File: src/verilog/gfx_defines.svh
// Video control core register map
// Register indexes, field bit positions and the visible window limits
// shared by the register bank, the colour stage and the top level

`ifndef GFX_DEFINES_SVH
`define GFX_DEFINES_SVH

// Register bank size
`define GFX_REG_CNT      8

// Mode register, layout options
`define GFX_REG_MODE     3'd3
`define GFX_BIT_NARROW   6

// Colour register, tile window and palette bank
`define GFX_REG_COLOUR   3'd6
`define GFX_BIT_SCRWIN   3
`define GFX_PAL_LSB      4

// Control register, interrupts and screen flip
`define GFX_REG_CTRL     3'd7
`define GFX_BIT_NMI_EN   0
`define GFX_BIT_IRQ_EN   1
`define GFX_BIT_FLIP     3
`define GFX_BIT_NMI_PACE 4

// Border limits in screen counter units
`define GFX_TOP_BORDER   9'd16
`define GFX_WIDE_LEFT    9'd16
`define GFX_WIDE_RIGHT   9'd272
`define GFX_NARROW_LEFT  9'd24
`define GFX_NARROW_RIGHT 9'd264

`endif

File: src/verilog/gfx_pkg.sv
// Video control core types
// Widths of the screen counters, CPU registers, colour values and
// graphics ROM bus, plus the ROM arbiter states

package gfx_pkg;

    // Screen position, hdump and vdump
    typedef logic [8:0] pos_t;

    // CPU register bank
    typedef logic [2:0] reg_addr_t;
    typedef logic [7:0] reg_t;

    // Pixel path
    typedef logic [7:0] pxl_idx_t;
    typedef logic [3:0] pal_t;
    // Palette bank, layer bit, colour nibble
    typedef logic [6:0] colour_t;

    // Graphics ROM port
    typedef logic [17:0] rom_addr_t;
    typedef logic [15:0] rom_data_t;

    // PROM load address, MSB picks the tile PROM
    typedef logic [8:0] prog_addr_t;

    typedef enum logic [1:0] {
        arb_idle,
        arb_settle,
        arb_wait
    } arb_state_t;

endpackage

File: src/verilog/gfx_regs.sv
// CPU configuration register bank
// Eight byte-wide registers written by the CPU, read back without a
// clock, and decoded into the control fields used by the core

`timescale 1ns/1ps

`include "gfx_defines.svh"

module gfx_regs
    import gfx_pkg::*;
(
    input  logic      clk,
    input  logic      rst,
    input  logic      cs,
    input  logic      we,
    input  reg_addr_t addr,
    input  reg_t      din,
    output reg_t      dout,
    output logic      irq_en,
    output logic      nmi_en,
    output logic      nmi_pace,
    output logic      flip,
    output logic      narrow_en,
    output logic      scrwin_en,
    output logic [1:0] pal_bank
);

    reg_t mmr [`GFX_REG_CNT];

    always_ff @(posedge clk or posedge rst) begin
        if (rst) begin
            mmr <= '{default: '0};
        end else if (cs && we) begin
            mmr[addr] <= din;
        end
    end

    // Read-back follows addr directly
    assign dout = mmr[addr];

    // Mode register
    assign narrow_en = mmr[`GFX_REG_MODE][`GFX_BIT_NARROW];

    // Colour register
    assign scrwin_en = mmr[`GFX_REG_COLOUR][`GFX_BIT_SCRWIN];
    assign pal_bank  = mmr[`GFX_REG_COLOUR][`GFX_PAL_LSB +: 2];

    // Control register
    assign nmi_en    = mmr[`GFX_REG_CTRL][`GFX_BIT_NMI_EN];
    assign irq_en    = mmr[`GFX_REG_CTRL][`GFX_BIT_IRQ_EN];
    assign flip      = mmr[`GFX_REG_CTRL][`GFX_BIT_FLIP];
    assign nmi_pace  = mmr[`GFX_REG_CTRL][`GFX_BIT_NMI_PACE];

endmodule

File: src/verilog/gfx_irq.sv
// Interrupt generation
// IRQ once per frame at the start of vertical blank, held until the
// next active line; NMI as a one-cycle pulse every 16 or 32 lines

`timescale 1ns/1ps

module gfx_irq
    import gfx_pkg::*;
(
    input  logic clk,
    input  logic rst,
    input  logic lhbl,
    input  logic lvbl,
    input  pos_t vdump,
    input  logic irq_en,
    input  logic nmi_en,
    input  logic nmi_pace,
    output logic cpu_irqn,
    output logic cpu_nmin
);

    logic last_lhbl;
    logic last_lvbl;
    logic lvbl_fall;
    logic lhbl_fall;
    logic nmi_line;

    assign lvbl_fall = last_lvbl && !lvbl;
    assign lhbl_fall = last_lhbl && !lhbl;
    // Every 16th line, or every 32nd when paced
    assign nmi_line  = (&vdump[3:0]) && (vdump[4] || !nmi_pace);

    always_ff @(posedge clk or posedge rst) begin
        if (rst) begin
            last_lhbl <= 1'b0;
            last_lvbl <= 1'b0;
            cpu_irqn  <= 1'b1;
            cpu_nmin  <= 1'b1;
        end else begin
            last_lhbl <= lhbl;
            last_lvbl <= lvbl;
            if (lvbl_fall && irq_en) begin
                cpu_irqn <= 1'b0;
            end else if (lhbl || !irq_en) begin
                cpu_irqn <= 1'b1;
            end
            cpu_nmin <= !(lhbl_fall && nmi_en && nmi_line);
        end
    end

    // A falling lhbl cannot repeat on the next cycle
    nmi_single_pulse: assert property (@(posedge clk) disable iff (rst)
        !cpu_nmin |=> cpu_nmin);

endmodule

File: src/verilog/gfx_rom_arb.sv
// Graphics ROM arbiter
// Shares one ROM port between the tile and sprite fetchers. Tile
// requests win. Each enabled request waits one settle cycle after
// rom_cs rises, then takes the first rom_ok. Disabled layers get zero

`timescale 1ns/1ps

module gfx_rom_arb
    import gfx_pkg::*;
(
    input  logic       clk,
    input  logic       rst,
    input  logic [1:0] layer_en,
    input  logic       scr_valid,
    input  rom_addr_t  scr_addr,
    input  logic       obj_valid,
    input  rom_addr_t  obj_addr,
    input  rom_data_t  rom_data,
    input  logic       rom_ok,
    output logic       scr_ready,
    output rom_data_t  scr_data,
    output logic       scr_data_valid,
    output logic       obj_ready,
    output rom_data_t  obj_data,
    output logic       obj_data_valid,
    output logic       rom_cs,
    output rom_addr_t  rom_addr,
    output logic       rom_obj_sel
);

    arb_state_t state;
    logic scr_take;
    logic obj_take;
    logic rom_done;

    assign scr_ready = state == arb_idle;
    assign obj_ready = state == arb_idle && !scr_valid;
    assign scr_take  = scr_valid && scr_ready;
    assign obj_take  = obj_valid && obj_ready;
    assign rom_done  = state == arb_wait && rom_ok;

    always_ff @(posedge clk or posedge rst) begin
        if (rst) begin
            state          <= arb_idle;
            rom_cs         <= 1'b0;
            rom_obj_sel    <= 1'b0;
            scr_data_valid <= 1'b0;
            obj_data_valid <= 1'b0;
        end else begin
            scr_data_valid <= (scr_take && !layer_en[0]) || (rom_done && !rom_obj_sel);
            obj_data_valid <= (obj_take && !layer_en[1]) || (rom_done && rom_obj_sel);
            case (state)
                arb_idle: begin
                    if ((scr_take && layer_en[0]) || (obj_take && layer_en[1])) begin
                        rom_cs      <= 1'b1;
                        rom_obj_sel <= !scr_take;
                        state       <= arb_settle;
                    end
                end
                // rom_ok may still be high from the previous access
                arb_settle: state <= arb_wait;
                arb_wait: begin
                    if (rom_ok) begin
                        rom_cs <= 1'b0;
                        state  <= arb_idle;
                    end
                end
                default: state <= arb_idle;
            endcase
        end
    end

    always_ff @(posedge clk) begin
        if (scr_take) begin
            rom_addr <= scr_addr;
        end else if (obj_take) begin
            rom_addr <= obj_addr;
        end
        if (scr_take && !layer_en[0]) begin
            scr_data <= '0;
        end else if (rom_done && !rom_obj_sel) begin
            scr_data <= rom_data;
        end
        if (obj_take && !layer_en[1]) begin
            obj_data <= '0;
        end else if (rom_done && rom_obj_sel) begin
            obj_data <= rom_data;
        end
    end

    rom_addr_stable: assert property (@(posedge clk) disable iff (rst)
        rom_cs && $past(rom_cs) |-> $stable(rom_addr) && $stable(rom_obj_sel));

    // Only one owner completes per cycle
    data_valid_onehot: assert property (@(posedge clk) disable iff (rst)
        !(scr_data_valid && obj_data_valid));

endmodule

File: src/verilog/gfx_colour_prom.sv
// Pixel pipeline stage 1
// Looks up the tile and sprite colour PROMs and decides whether the
// pixel lies in the border. PROMs are loaded one entry per clock

`timescale 1ns/1ps

`include "gfx_defines.svh"

module gfx_colour_prom
    import gfx_pkg::*;
(
    input  logic       clk,
    input  logic       rst,
    input  logic       prog_we,
    input  prog_addr_t prog_addr,
    input  pal_t       prog_data,
    input  logic       in_valid,
    input  pxl_idx_t   tile_pxl,
    input  logic       scrwin,
    input  pxl_idx_t   obj_pxl,
    input  pos_t       hdump,
    input  pos_t       vdump,
    input  logic       narrow_en,
    input  logic       s1_ready,
    output logic       in_ready,
    output logic       s1_valid,
    output pal_t       tile_col,
    output pal_t       obj_col,
    output logic       tile_prio_raw,
    output logic       blank
);

    pal_t tile_prom [256];
    pal_t obj_prom  [256];
    logic accept;
    logic border_wide;
    logic border_narrow;

    assign in_ready = !s1_valid || s1_ready;
    assign accept   = in_valid && in_ready;

    assign border_wide   = hdump < `GFX_WIDE_LEFT || hdump >= `GFX_WIDE_RIGHT;
    assign border_narrow = narrow_en &&
                           (hdump < `GFX_NARROW_LEFT || hdump >= `GFX_NARROW_RIGHT);

    always_ff @(posedge clk or posedge rst) begin
        if (rst) begin
            s1_valid <= 1'b0;
        end else begin
            s1_valid <= accept || (s1_valid && !s1_ready);
        end
    end

    always_ff @(posedge clk) begin
        if (prog_we && prog_addr[8]) begin
            tile_prom[prog_addr[7:0]] <= prog_data;
        end
        if (prog_we && !prog_addr[8]) begin
            obj_prom[prog_addr[7:0]] <= prog_data;
        end
        // Reads advance only when a pixel is taken
        if (accept) begin
            tile_col      <= tile_prom[tile_pxl];
            obj_col       <= obj_prom[obj_pxl];
            tile_prio_raw <= scrwin;
            blank         <= vdump < `GFX_TOP_BORDER || border_wide || border_narrow;
        end
    end

endmodule

File: src/verilog/gfx_mixer.sv
// Pixel pipeline stage 2
// Chooses between the tile and sprite colours, adds the palette bank
// and blanks the border. Output is held while out_ready is low

`timescale 1ns/1ps

module gfx_mixer
    import gfx_pkg::*;
(
    input  logic       clk,
    input  logic       rst,
    input  logic       s1_valid,
    input  pal_t       tile_col,
    input  pal_t       obj_col,
    input  logic       tile_prio_raw,
    input  logic       blank,
    input  logic       scrwin_en,
    input  logic [1:0] pal_bank,
    input  logic       out_ready,
    output logic       s1_ready,
    output logic       out_valid,
    output colour_t    pxl_out
);

    logic    take;
    logic    tile_wins;
    colour_t mixed;

    assign s1_ready = !out_valid || out_ready;
    assign take     = s1_valid && s1_ready;

    // Transparent sprite, or tile window over a solid tile
    assign tile_wins = obj_col == '0 ||
                       (scrwin_en && tile_prio_raw && tile_col != '0);

    always_comb begin
        if (blank) begin
            mixed = '0;
        end else if (tile_wins) begin
            mixed = {pal_bank, 1'b1, tile_col};
        end else begin
            mixed = {pal_bank, 1'b0, obj_col};
        end
    end

    always_ff @(posedge clk or posedge rst) begin
        if (rst) begin
            out_valid <= 1'b0;
        end else begin
            out_valid <= take || (out_valid && !out_ready);
        end
    end

    always_ff @(posedge clk) begin
        if (take) begin
            pxl_out <= mixed;
        end
    end

    // Stalled pixel must not change under the consumer
    out_hold: assert property (@(posedge clk) disable iff (rst)
        out_valid && !out_ready |=> out_valid && $stable(pxl_out));

endmodule

File: src/verilog/gfx_top.sv
// Video control core top level
// Register bank, interrupt logic, graphics ROM arbiter and the
// two-stage pixel pipeline on a single clock

`timescale 1ns/1ps

`include "gfx_defines.svh"

module gfx_top
    import gfx_pkg::*;
(
    input  logic       clk,
    input  logic       rst,
    // CPU port
    input  logic       cs,
    input  logic       we,
    input  reg_addr_t  addr,
    input  reg_t       din,
    output reg_t       dout,
    // Screen timing and interrupts
    input  logic       lhbl,
    input  logic       lvbl,
    input  pos_t       vdump,
    output logic       cpu_irqn,
    output logic       cpu_nmin,
    output logic       flip,
    // Fetch requesters
    input  logic       scr_valid,
    input  rom_addr_t  scr_addr,
    output logic       scr_ready,
    output rom_data_t  scr_data,
    output logic       scr_data_valid,
    input  logic       obj_valid,
    input  rom_addr_t  obj_addr,
    output logic       obj_ready,
    output rom_data_t  obj_data,
    output logic       obj_data_valid,
    input  logic [1:0] layer_en,
    // Graphics ROM
    output logic       rom_cs,
    output rom_addr_t  rom_addr,
    output logic       rom_obj_sel,
    input  rom_data_t  rom_data,
    input  logic       rom_ok,
    // PROM load
    input  logic       prog_we,
    input  prog_addr_t prog_addr,
    input  pal_t       prog_data,
    // Pixel stream
    input  logic       in_valid,
    output logic       in_ready,
    input  pxl_idx_t   tile_pxl,
    input  logic       scrwin,
    input  pxl_idx_t   obj_pxl,
    input  pos_t       hdump,
    output logic       out_valid,
    input  logic       out_ready,
    output colour_t    pxl_out
);

    // Configuration fields
    logic       irq_en;
    logic       nmi_en;
    logic       nmi_pace;
    logic       narrow_en;
    logic       scrwin_en;
    logic [1:0] pal_bank;

    // Stage 1 to stage 2
    logic s1_valid;
    logic s1_ready;
    pal_t tile_col;
    pal_t obj_col;
    logic tile_prio_raw;
    logic blank;

    // Port names match the wire names throughout
    gfx_regs        u_regs  (.*);
    gfx_irq         u_irq   (.*);
    gfx_rom_arb     u_arb   (.*);
    gfx_colour_prom u_prom  (.*);
    gfx_mixer       u_mixer (.*);

endmodule

File: config.mk
export PLATFORM = sky130hd
export DESIGN_NAME = gfx_top
export DESIGN_NICKNAME = d
export VERILOG_FILES = /design/src/verilog/gfx_pkg.sv /design/src/verilog/gfx_regs.sv /design/src/verilog/gfx_irq.sv /design/src/verilog/gfx_rom_arb.sv /design/src/verilog/gfx_colour_prom.sv /design/src/verilog/gfx_mixer.sv /design/src/verilog/gfx_top.sv
export VERILOG_INCLUDE_DIRS = /design/src /design/src/verilog
export SDC_FILE = /design/constraint.sdc
export NUM_CORES = 2
export LEC_CHECK = 0
export BUFFER_PORTS_ARGS = -buffer_cell sky130_fd_sc_hd__buf_2
export CORE_ASPECT_RATIO = 1.1
export CORE_UTILIZATION = 32
export CTS_BUF_LIST = sky130_fd_sc_hd__clkbuf_8
export DETAILED_ROUTE_END_ITERATION = 12
export PLACE_DENSITY = 0.44
export SLEW_MARGIN = 5
export SYNTH_ARGS = -nofsm -noshare
export SYNTH_HDL_FRONTEND = slang
export SYNTH_SLANG_ARGS = --single-unit
File: constraint.sdc
create_clock -name clk -period 4.22 [get_ports clk]
set_clock_uncertainty 0.2 [all_clocks]
set_input_delay 0.211 -clock clk [delete_from_list [all_inputs] [get_ports clk]]
set_output_delay 0.211 -clock clk [all_outputs]
set_load 0.03 [all_outputs]
## Word level (Yosys, flattened, before mapping)

Memories as Yosys holds them, arrays and structs flattened. A register that Yosys moved wholly into a read port is not among the register bits.
Cells that the tools add are included.

- Order comparisons: 7
- Equality and inequality tests: 4
- Multiplexer cells: 21
- Bitwise operators: 1
- Reduce and logical (&&, ||, !) cells: 66

Operators with widths:

| kind | number |
|---|---|
| bitwise mux 64 bit | 1 |
| 2-to-1 mux 18 bit | 2 |
| logical AND 1 bit | 27 |
| less-than comparator 9 x 5 -> 1 bit (second input constant) | 3 |
| binary-select mux 8 bit (select 3 bit) | 1 |
| demux 8 bit (select 3 bit) | 1 |
| 2-to-1 mux 8 bit | 3 |
| greater-or-equal comparator 9 bit (second input constant) | 2 |
| zero test 1 bit | 15 |
| logical OR 1 bit | 14 |
| 2-to-1 mux 1 bit | 8 |
| one-hot mux 2 bit (3 select lines) | 1 |
| nonzero test 2 bit | 3 |
| 2-to-1 mux 5 bit | 1 |
| greater-or-equal comparator 4 bit (second input constant) | 1 |
| zero test 4 bit | 1 |
| less-than comparator 4 x 1 -> 1 bit (second input constant) | 1 |
| 2-to-1 mux 2 bit | 2 |
| inequality test 2 bit (second input constant) | 2 |
| inverter 3 -> 4 bit | 1 |
| AND reduction 2 bit | 2 |
| AND reduction 4 bit | 1 |
| nonzero test 4 bit | 1 |
| AND reduction 3 bit | 1 |
| 4 further kinds | 4 |

- Register bits: 135
- RAM bits: 2048
- Bits of input ports: 125
- Output and inout bits: 76
- Logic and storage cells: 126
- Memories: 2

Memories:

| memory | depth | width | read ports | clocked after memory_dff | write ports | RTL line | text |
|---|---|---|---|---|---|---|---|
| u_prom.obj_prom | 256 | 4 | 1 | 1 | 1 | gfx_colour_prom.sv:34 | `pal_t obj_prom [256];` |
| u_prom.tile_prom | 256 | 4 | 1 | 1 | 1 | gfx_colour_prom.sv:33 | `pal_t tile_prom [256];` |

## Logic depth before layout (Yosys ltp)

- Word-level depth: 7
- Gate-level depth with buffers: 11
- Depth with buffers taken out: 6

## By module

Synthesis repeated with hierarchy kept, for this count alone.

- Cells, all modules: 4573
- Area total of the unflattened synthesis: 87072.3 µm²

By module, submodules not included:

| module | instances | cells each | area each (µm²) | seq. area each (µm²) |
|---|---|---|---|---|
| gfx_colour_prom | 1 | 4148 | 81284.2 | 61824.3 |
| gfx_regs | 1 | 173 | 3022.9 | 1601.5 |
| gfx_rom_arb | 1 | 208 | 2223.4 | 1331.3 |
| gfx_mixer | 1 | 32 | 396.6 | 235.2 |
| gfx_irq | 1 | 12 | 145.1 | 102.6 |

## Worst setup path after synthesis

OpenSTA, ideal clock, no wires.

- Kind: flip-flop to flip-flop
- Start point: register u_arb.state[0]
- End point: register u_arb.rom_addr[10], data pin
- Library setup time: 0.260 ns
- Arrival time: 2.092 ns
- Data required time: 3.760 ns
- Path slack: 1.668 ns
- Stages on the path, launching flop included: 6
- Path buffers: 2
- Period minus slack after synthesis: 2.552 ns
- Cells stage by stage: dfrtp_1 > nor2_1 > and2_1 > clkbuf_1 > buf_2 > mux2_2

- Cells in the longest elaborated chain, start to end: 3

Ends and longest elaborated chain:

| element | RTL line | text |
|---|---|---|
| start: declaration | gfx_rom_arb.sv:31 | `arb_state_t state;` |
| start signal: assignment | gfx_rom_arb.sv:44 | `state <= arb_idle;` |
| start signal: assignment | gfx_rom_arb.sv:57 | `state <= arb_settle;` |
| start signal: assignment | gfx_rom_arb.sv:61 | `arb_settle: state <= arb_wait;` |
| zero test 2 bit | gfx_rom_arb.sv:36 | `assign scr_ready = state == arb_idle;` |
| named net scr_ready | gfx_top.sv:30 | `output logic scr_ready,` |
| logical AND 1 bit | gfx_rom_arb.sv:38 | `assign scr_take = scr_valid && scr_ready;` |
| 2-to-1 mux 18 bit | gfx_rom_arb.sv:74 | `if (scr_take) begin` |
| end signal: assignment | gfx_rom_arb.sv:75 | `rom_addr <= scr_addr;` |
| end signal: assignment | gfx_rom_arb.sv:77 | `rom_addr <= obj_addr;` |
| end: declaration | gfx_rom_arb.sv:27 | `output rom_addr_t rom_addr,` |

The timed path passes the listed nets, and every way through them passes these cells.
A chain may end at the register's enable or synchronous reset.

==> impl_metrics.csv <==
group,metric,value,unit
status,outcome,"complete, no violations",
grt,grt_antenna_before_repair,7,
synth,yosys_warnings,0,
synth,ys_ff_latch,2191,
sta,setup_tns,0,ns
grt,grt_pass1_vias,49637,
pwr,power,45500,uW
floorplan,rows,200,
setup_path,end_kind,"flip-flop",
grt,grt_use_total,17.4,%
drt,vias,46094,
cts,insertion_delay,0.98,ns
cts,root_buffer,"clkbuf_8",
floorplan,die-area,0.274,sq mm
cts,h-tree-depth,5,
setup_path,arrival,4.06,ns
sta,rsz0062_at_grt,"false",
synth,synthTopCellsByCount,"2083 x edfxtp_1, 565 x nor2_1, 378 x mux4_2",
synth,synthFlopType,"edfxtp_1",
cts,cts_hold_buffers,195,
sta,period_minus_slack,3.53,ns
synth,synth_edf_count,2083,
cts,cts_tree,"done",
placement,hpwlAfterDp,144,mm
min_path,min_path_cells,4,
layout,finalNetCount,5497,
synth,syn_nets,4854,
pwr,vdd.ir_drop.worst,235,uV
synth,yosysSeqAreaShare,74.8,%
drt,routed_wirelength,240,mm
grt,grt_max_degree,123,
sta,finalHoldViolCount,0,
drt,drc,0,
min_path,whs_endpoint,"u_prom.tile_col[1]",
setup_path,critPathRequiredTime,4.75,ns
setup_path,r2r-start,"u_prom.obj_prom[184][2]",
cts,clockBufferDepth,4,
synth,synth_top_area_share,71.9,%
drt,wl_per_cell,26.1,um
placement,place_inst,8335,
layout,final_area,0.102,sq mm
cts,cts_sinks,2191,
setup_path,crit_path_max_fanout,1,
sta,worstMarginPinSlew,1.13,ns
synth,yosys-top-cells-area,"edfxtp_1 72%, mux4_2 9.8%, mux2i_1 3.5%",
placement,place_congestion,0.773,
cts,cts_resized,0,
sta,timing.final.crit_share,83.7,%
pwr,p_leak,0.0330,uW
cts,clk_pin_slew,0.06,ns
setup_path,critPathLaunchType,"flip-flop",
layout,n_fill_cell,25011,
layout,areaGrowthSynthToFinish,16.7,%
synth,yosysUniqueCellTypes,61,
placement,placed_area,0.0928,sq mm
setup_path,r2r_slack,0.69,ns
job,cap_violations,0,
sta,fmax,0.283,GHz
layout,final_cells,9202,
synth,netlist_area,0.0870,sq mm
grt,overflow,0,
sta,setup_viol,0,
synth,synth_top_area_cell,"edfxtp_1",
drt,dr.pass1.iters,5,
drt,viasPerCell,5.01,
floorplan,start_util,32.2,%
drt,antenna_left,0,
drt,drt_iter0_drc,3189,
sta,slew_violations,0,
synth,async_flop_share,3.47,%
floorplan,num_io_pins,201,
synth,syn_inst,4729,
floorplan,design.core.area,0.270,sq mm
setup_path,worstSetupPathType,"reg2reg",
placement,dp_worst_setup_slack,0.624,ns
min_path,min-delay-start,"tile_pxl[7]",
setup_path,rr_endpoint,"u_prom.obj_col[2]",
sta,relSlewSlack,24.7,%
sta,setup_ws,0.686,ns
placement,numPortBuffers,197,
setup_path,reg2regPathDepth,8,
pwr,powerDensity,448,mW/mm^2
cts,post_cts_buffers,0,
min_path,hp-class,"in2reg",
synth,synth.most_common_cell,"edfxtp_1",
cts,numCtsBuffers,375,
setup_path,crit_start,"u_prom.obj_prom[184][2]",
layout,drive_gt1_share,23.7,%
floorplan,die_x,499,um
grt,grt_pass1_wl,350,mm
floorplan,die_h,549,um
synth,syn_avg_cell_area,18.4,sq um
==> state kept, by name, indices dropped and copies added, names as in the netlist, 2 cells and up <==
name / cells
u_prom.obj_prom: 1024
u_prom.tile_prom: 1024
u_regs.mmr: 56
u_arb.rom_addr: 18
u_arb.obj_data: 16
u_arb.scr_data: 16
u_mixer.pxl_out: 7
u_prom.obj_col: 4
u_prom.tile_col: 4
u_arb.state: 2
u_regs.pal_bank: 2
==> how the worst max path moves through the flow <==
stage / end / slack, ns / cells past startpoint
after floorplan: u_arb.rom_addr[10] / 1.67 / 5
after CTS: u_prom.obj_col[2] / 0.63 / 8
final: u_prom.obj_col[2] / 0.69 / 8
after global placement: u_prom.obj_col[3] / 0.61 / 8
after global routing: u_prom.obj_col[2] / 0.59 / 10
after detailed placement: u_prom.obj_col[2] / 0.62 / 8
==> metrics by stage <==
stage / hold WS (ns) / utilization (%)
global route: 0.0723 / 37.6
finish: 0.0797 / 37.6
CTS: 0.00180 / 37.6
global placement: 0.117 / 34.4
floorplan: 0.0424 / -
detailed placement: 0.130 / 34.4
==> critical path, stage by stage, from the launching register on <==
cell and delay [ns]:
edfxtp_1 0.37, mux4_2 0.48, and2_1 0.17, o21ai_0 0.29, o22ai_1 0.28, a221oi_1 0.27
dlygate4sd3_1 0.59, o211ai_1 0.08, dlygate4sd3_1 0.59
==> power by group <==
group | total, uW | switching [uW] | internal (uW) | leakage (uW)
clock network | 17600 | 8620 | 9000 | 0.00393
registers | 24400 | 190 | 24200 | 0.0199
logic | 3550 | 2220 | 1330 | 0.00918
total | 45500 | 11000 | 34500 | 0.0330
==> cell usage in the layout (no fill, tap or decap), types with 133 or more instances in the layout <==
cell           Yosys  routed
nor2_1           565     565
nand2_1          157     147
edfxtp_1        2083    2083
buf_4             30     142
inv_1              4     133
dlygate4sd3_1      0     195
mux4_2           378     378
clkbuf_8           0     392
mux2i_1          302     302
buf_2             54     189
==> cells by family (layout without fill, tap and decap cells) <==
kind of cell | after synthesis | after routing | share of synthesized area, %
buffers and inverters | 312 | 1245 | 1.88
other | 0 | 5 | 0
AOI/OAI and AO/OA | 491 | 491 | 4.00
muxes | 785 | 785 | 14.6
and+or+nand+nor | 949 | 949 | 4.67
DFF | 2191 | 2191 | 74.8
xor gates and xnor gates | 1 | 1 | 0.0101
==> layer usage <==
layer  routed length [um]  GRT usage [%]  part of all wire (%)  vias to the layer above
met1               104000           22.5                    43                    24314
met5                   27              0                 0.011                        -
met4                 4730           4.43                   2.0                        4
met2               122000           30.4                    51                     1057
li1                     -              -                     -                    20378
met3                 9600           2.53                   4.0                      341
==> cell type report <==
type,count,area [sq um],share of cell area [%]
antenna,5,12.5,0.0123
inverter,7,27.5,0.0271
clock inverter,275,1330,1.31
multi-input combinational,2226,20400,20.1
tap,3535,4420,4.36
timing repair buffer,571,4820,4.75
clock buffer,392,5400,5.31
sequential,2191,65100,64.1
(Power assumes the default switching activity.)
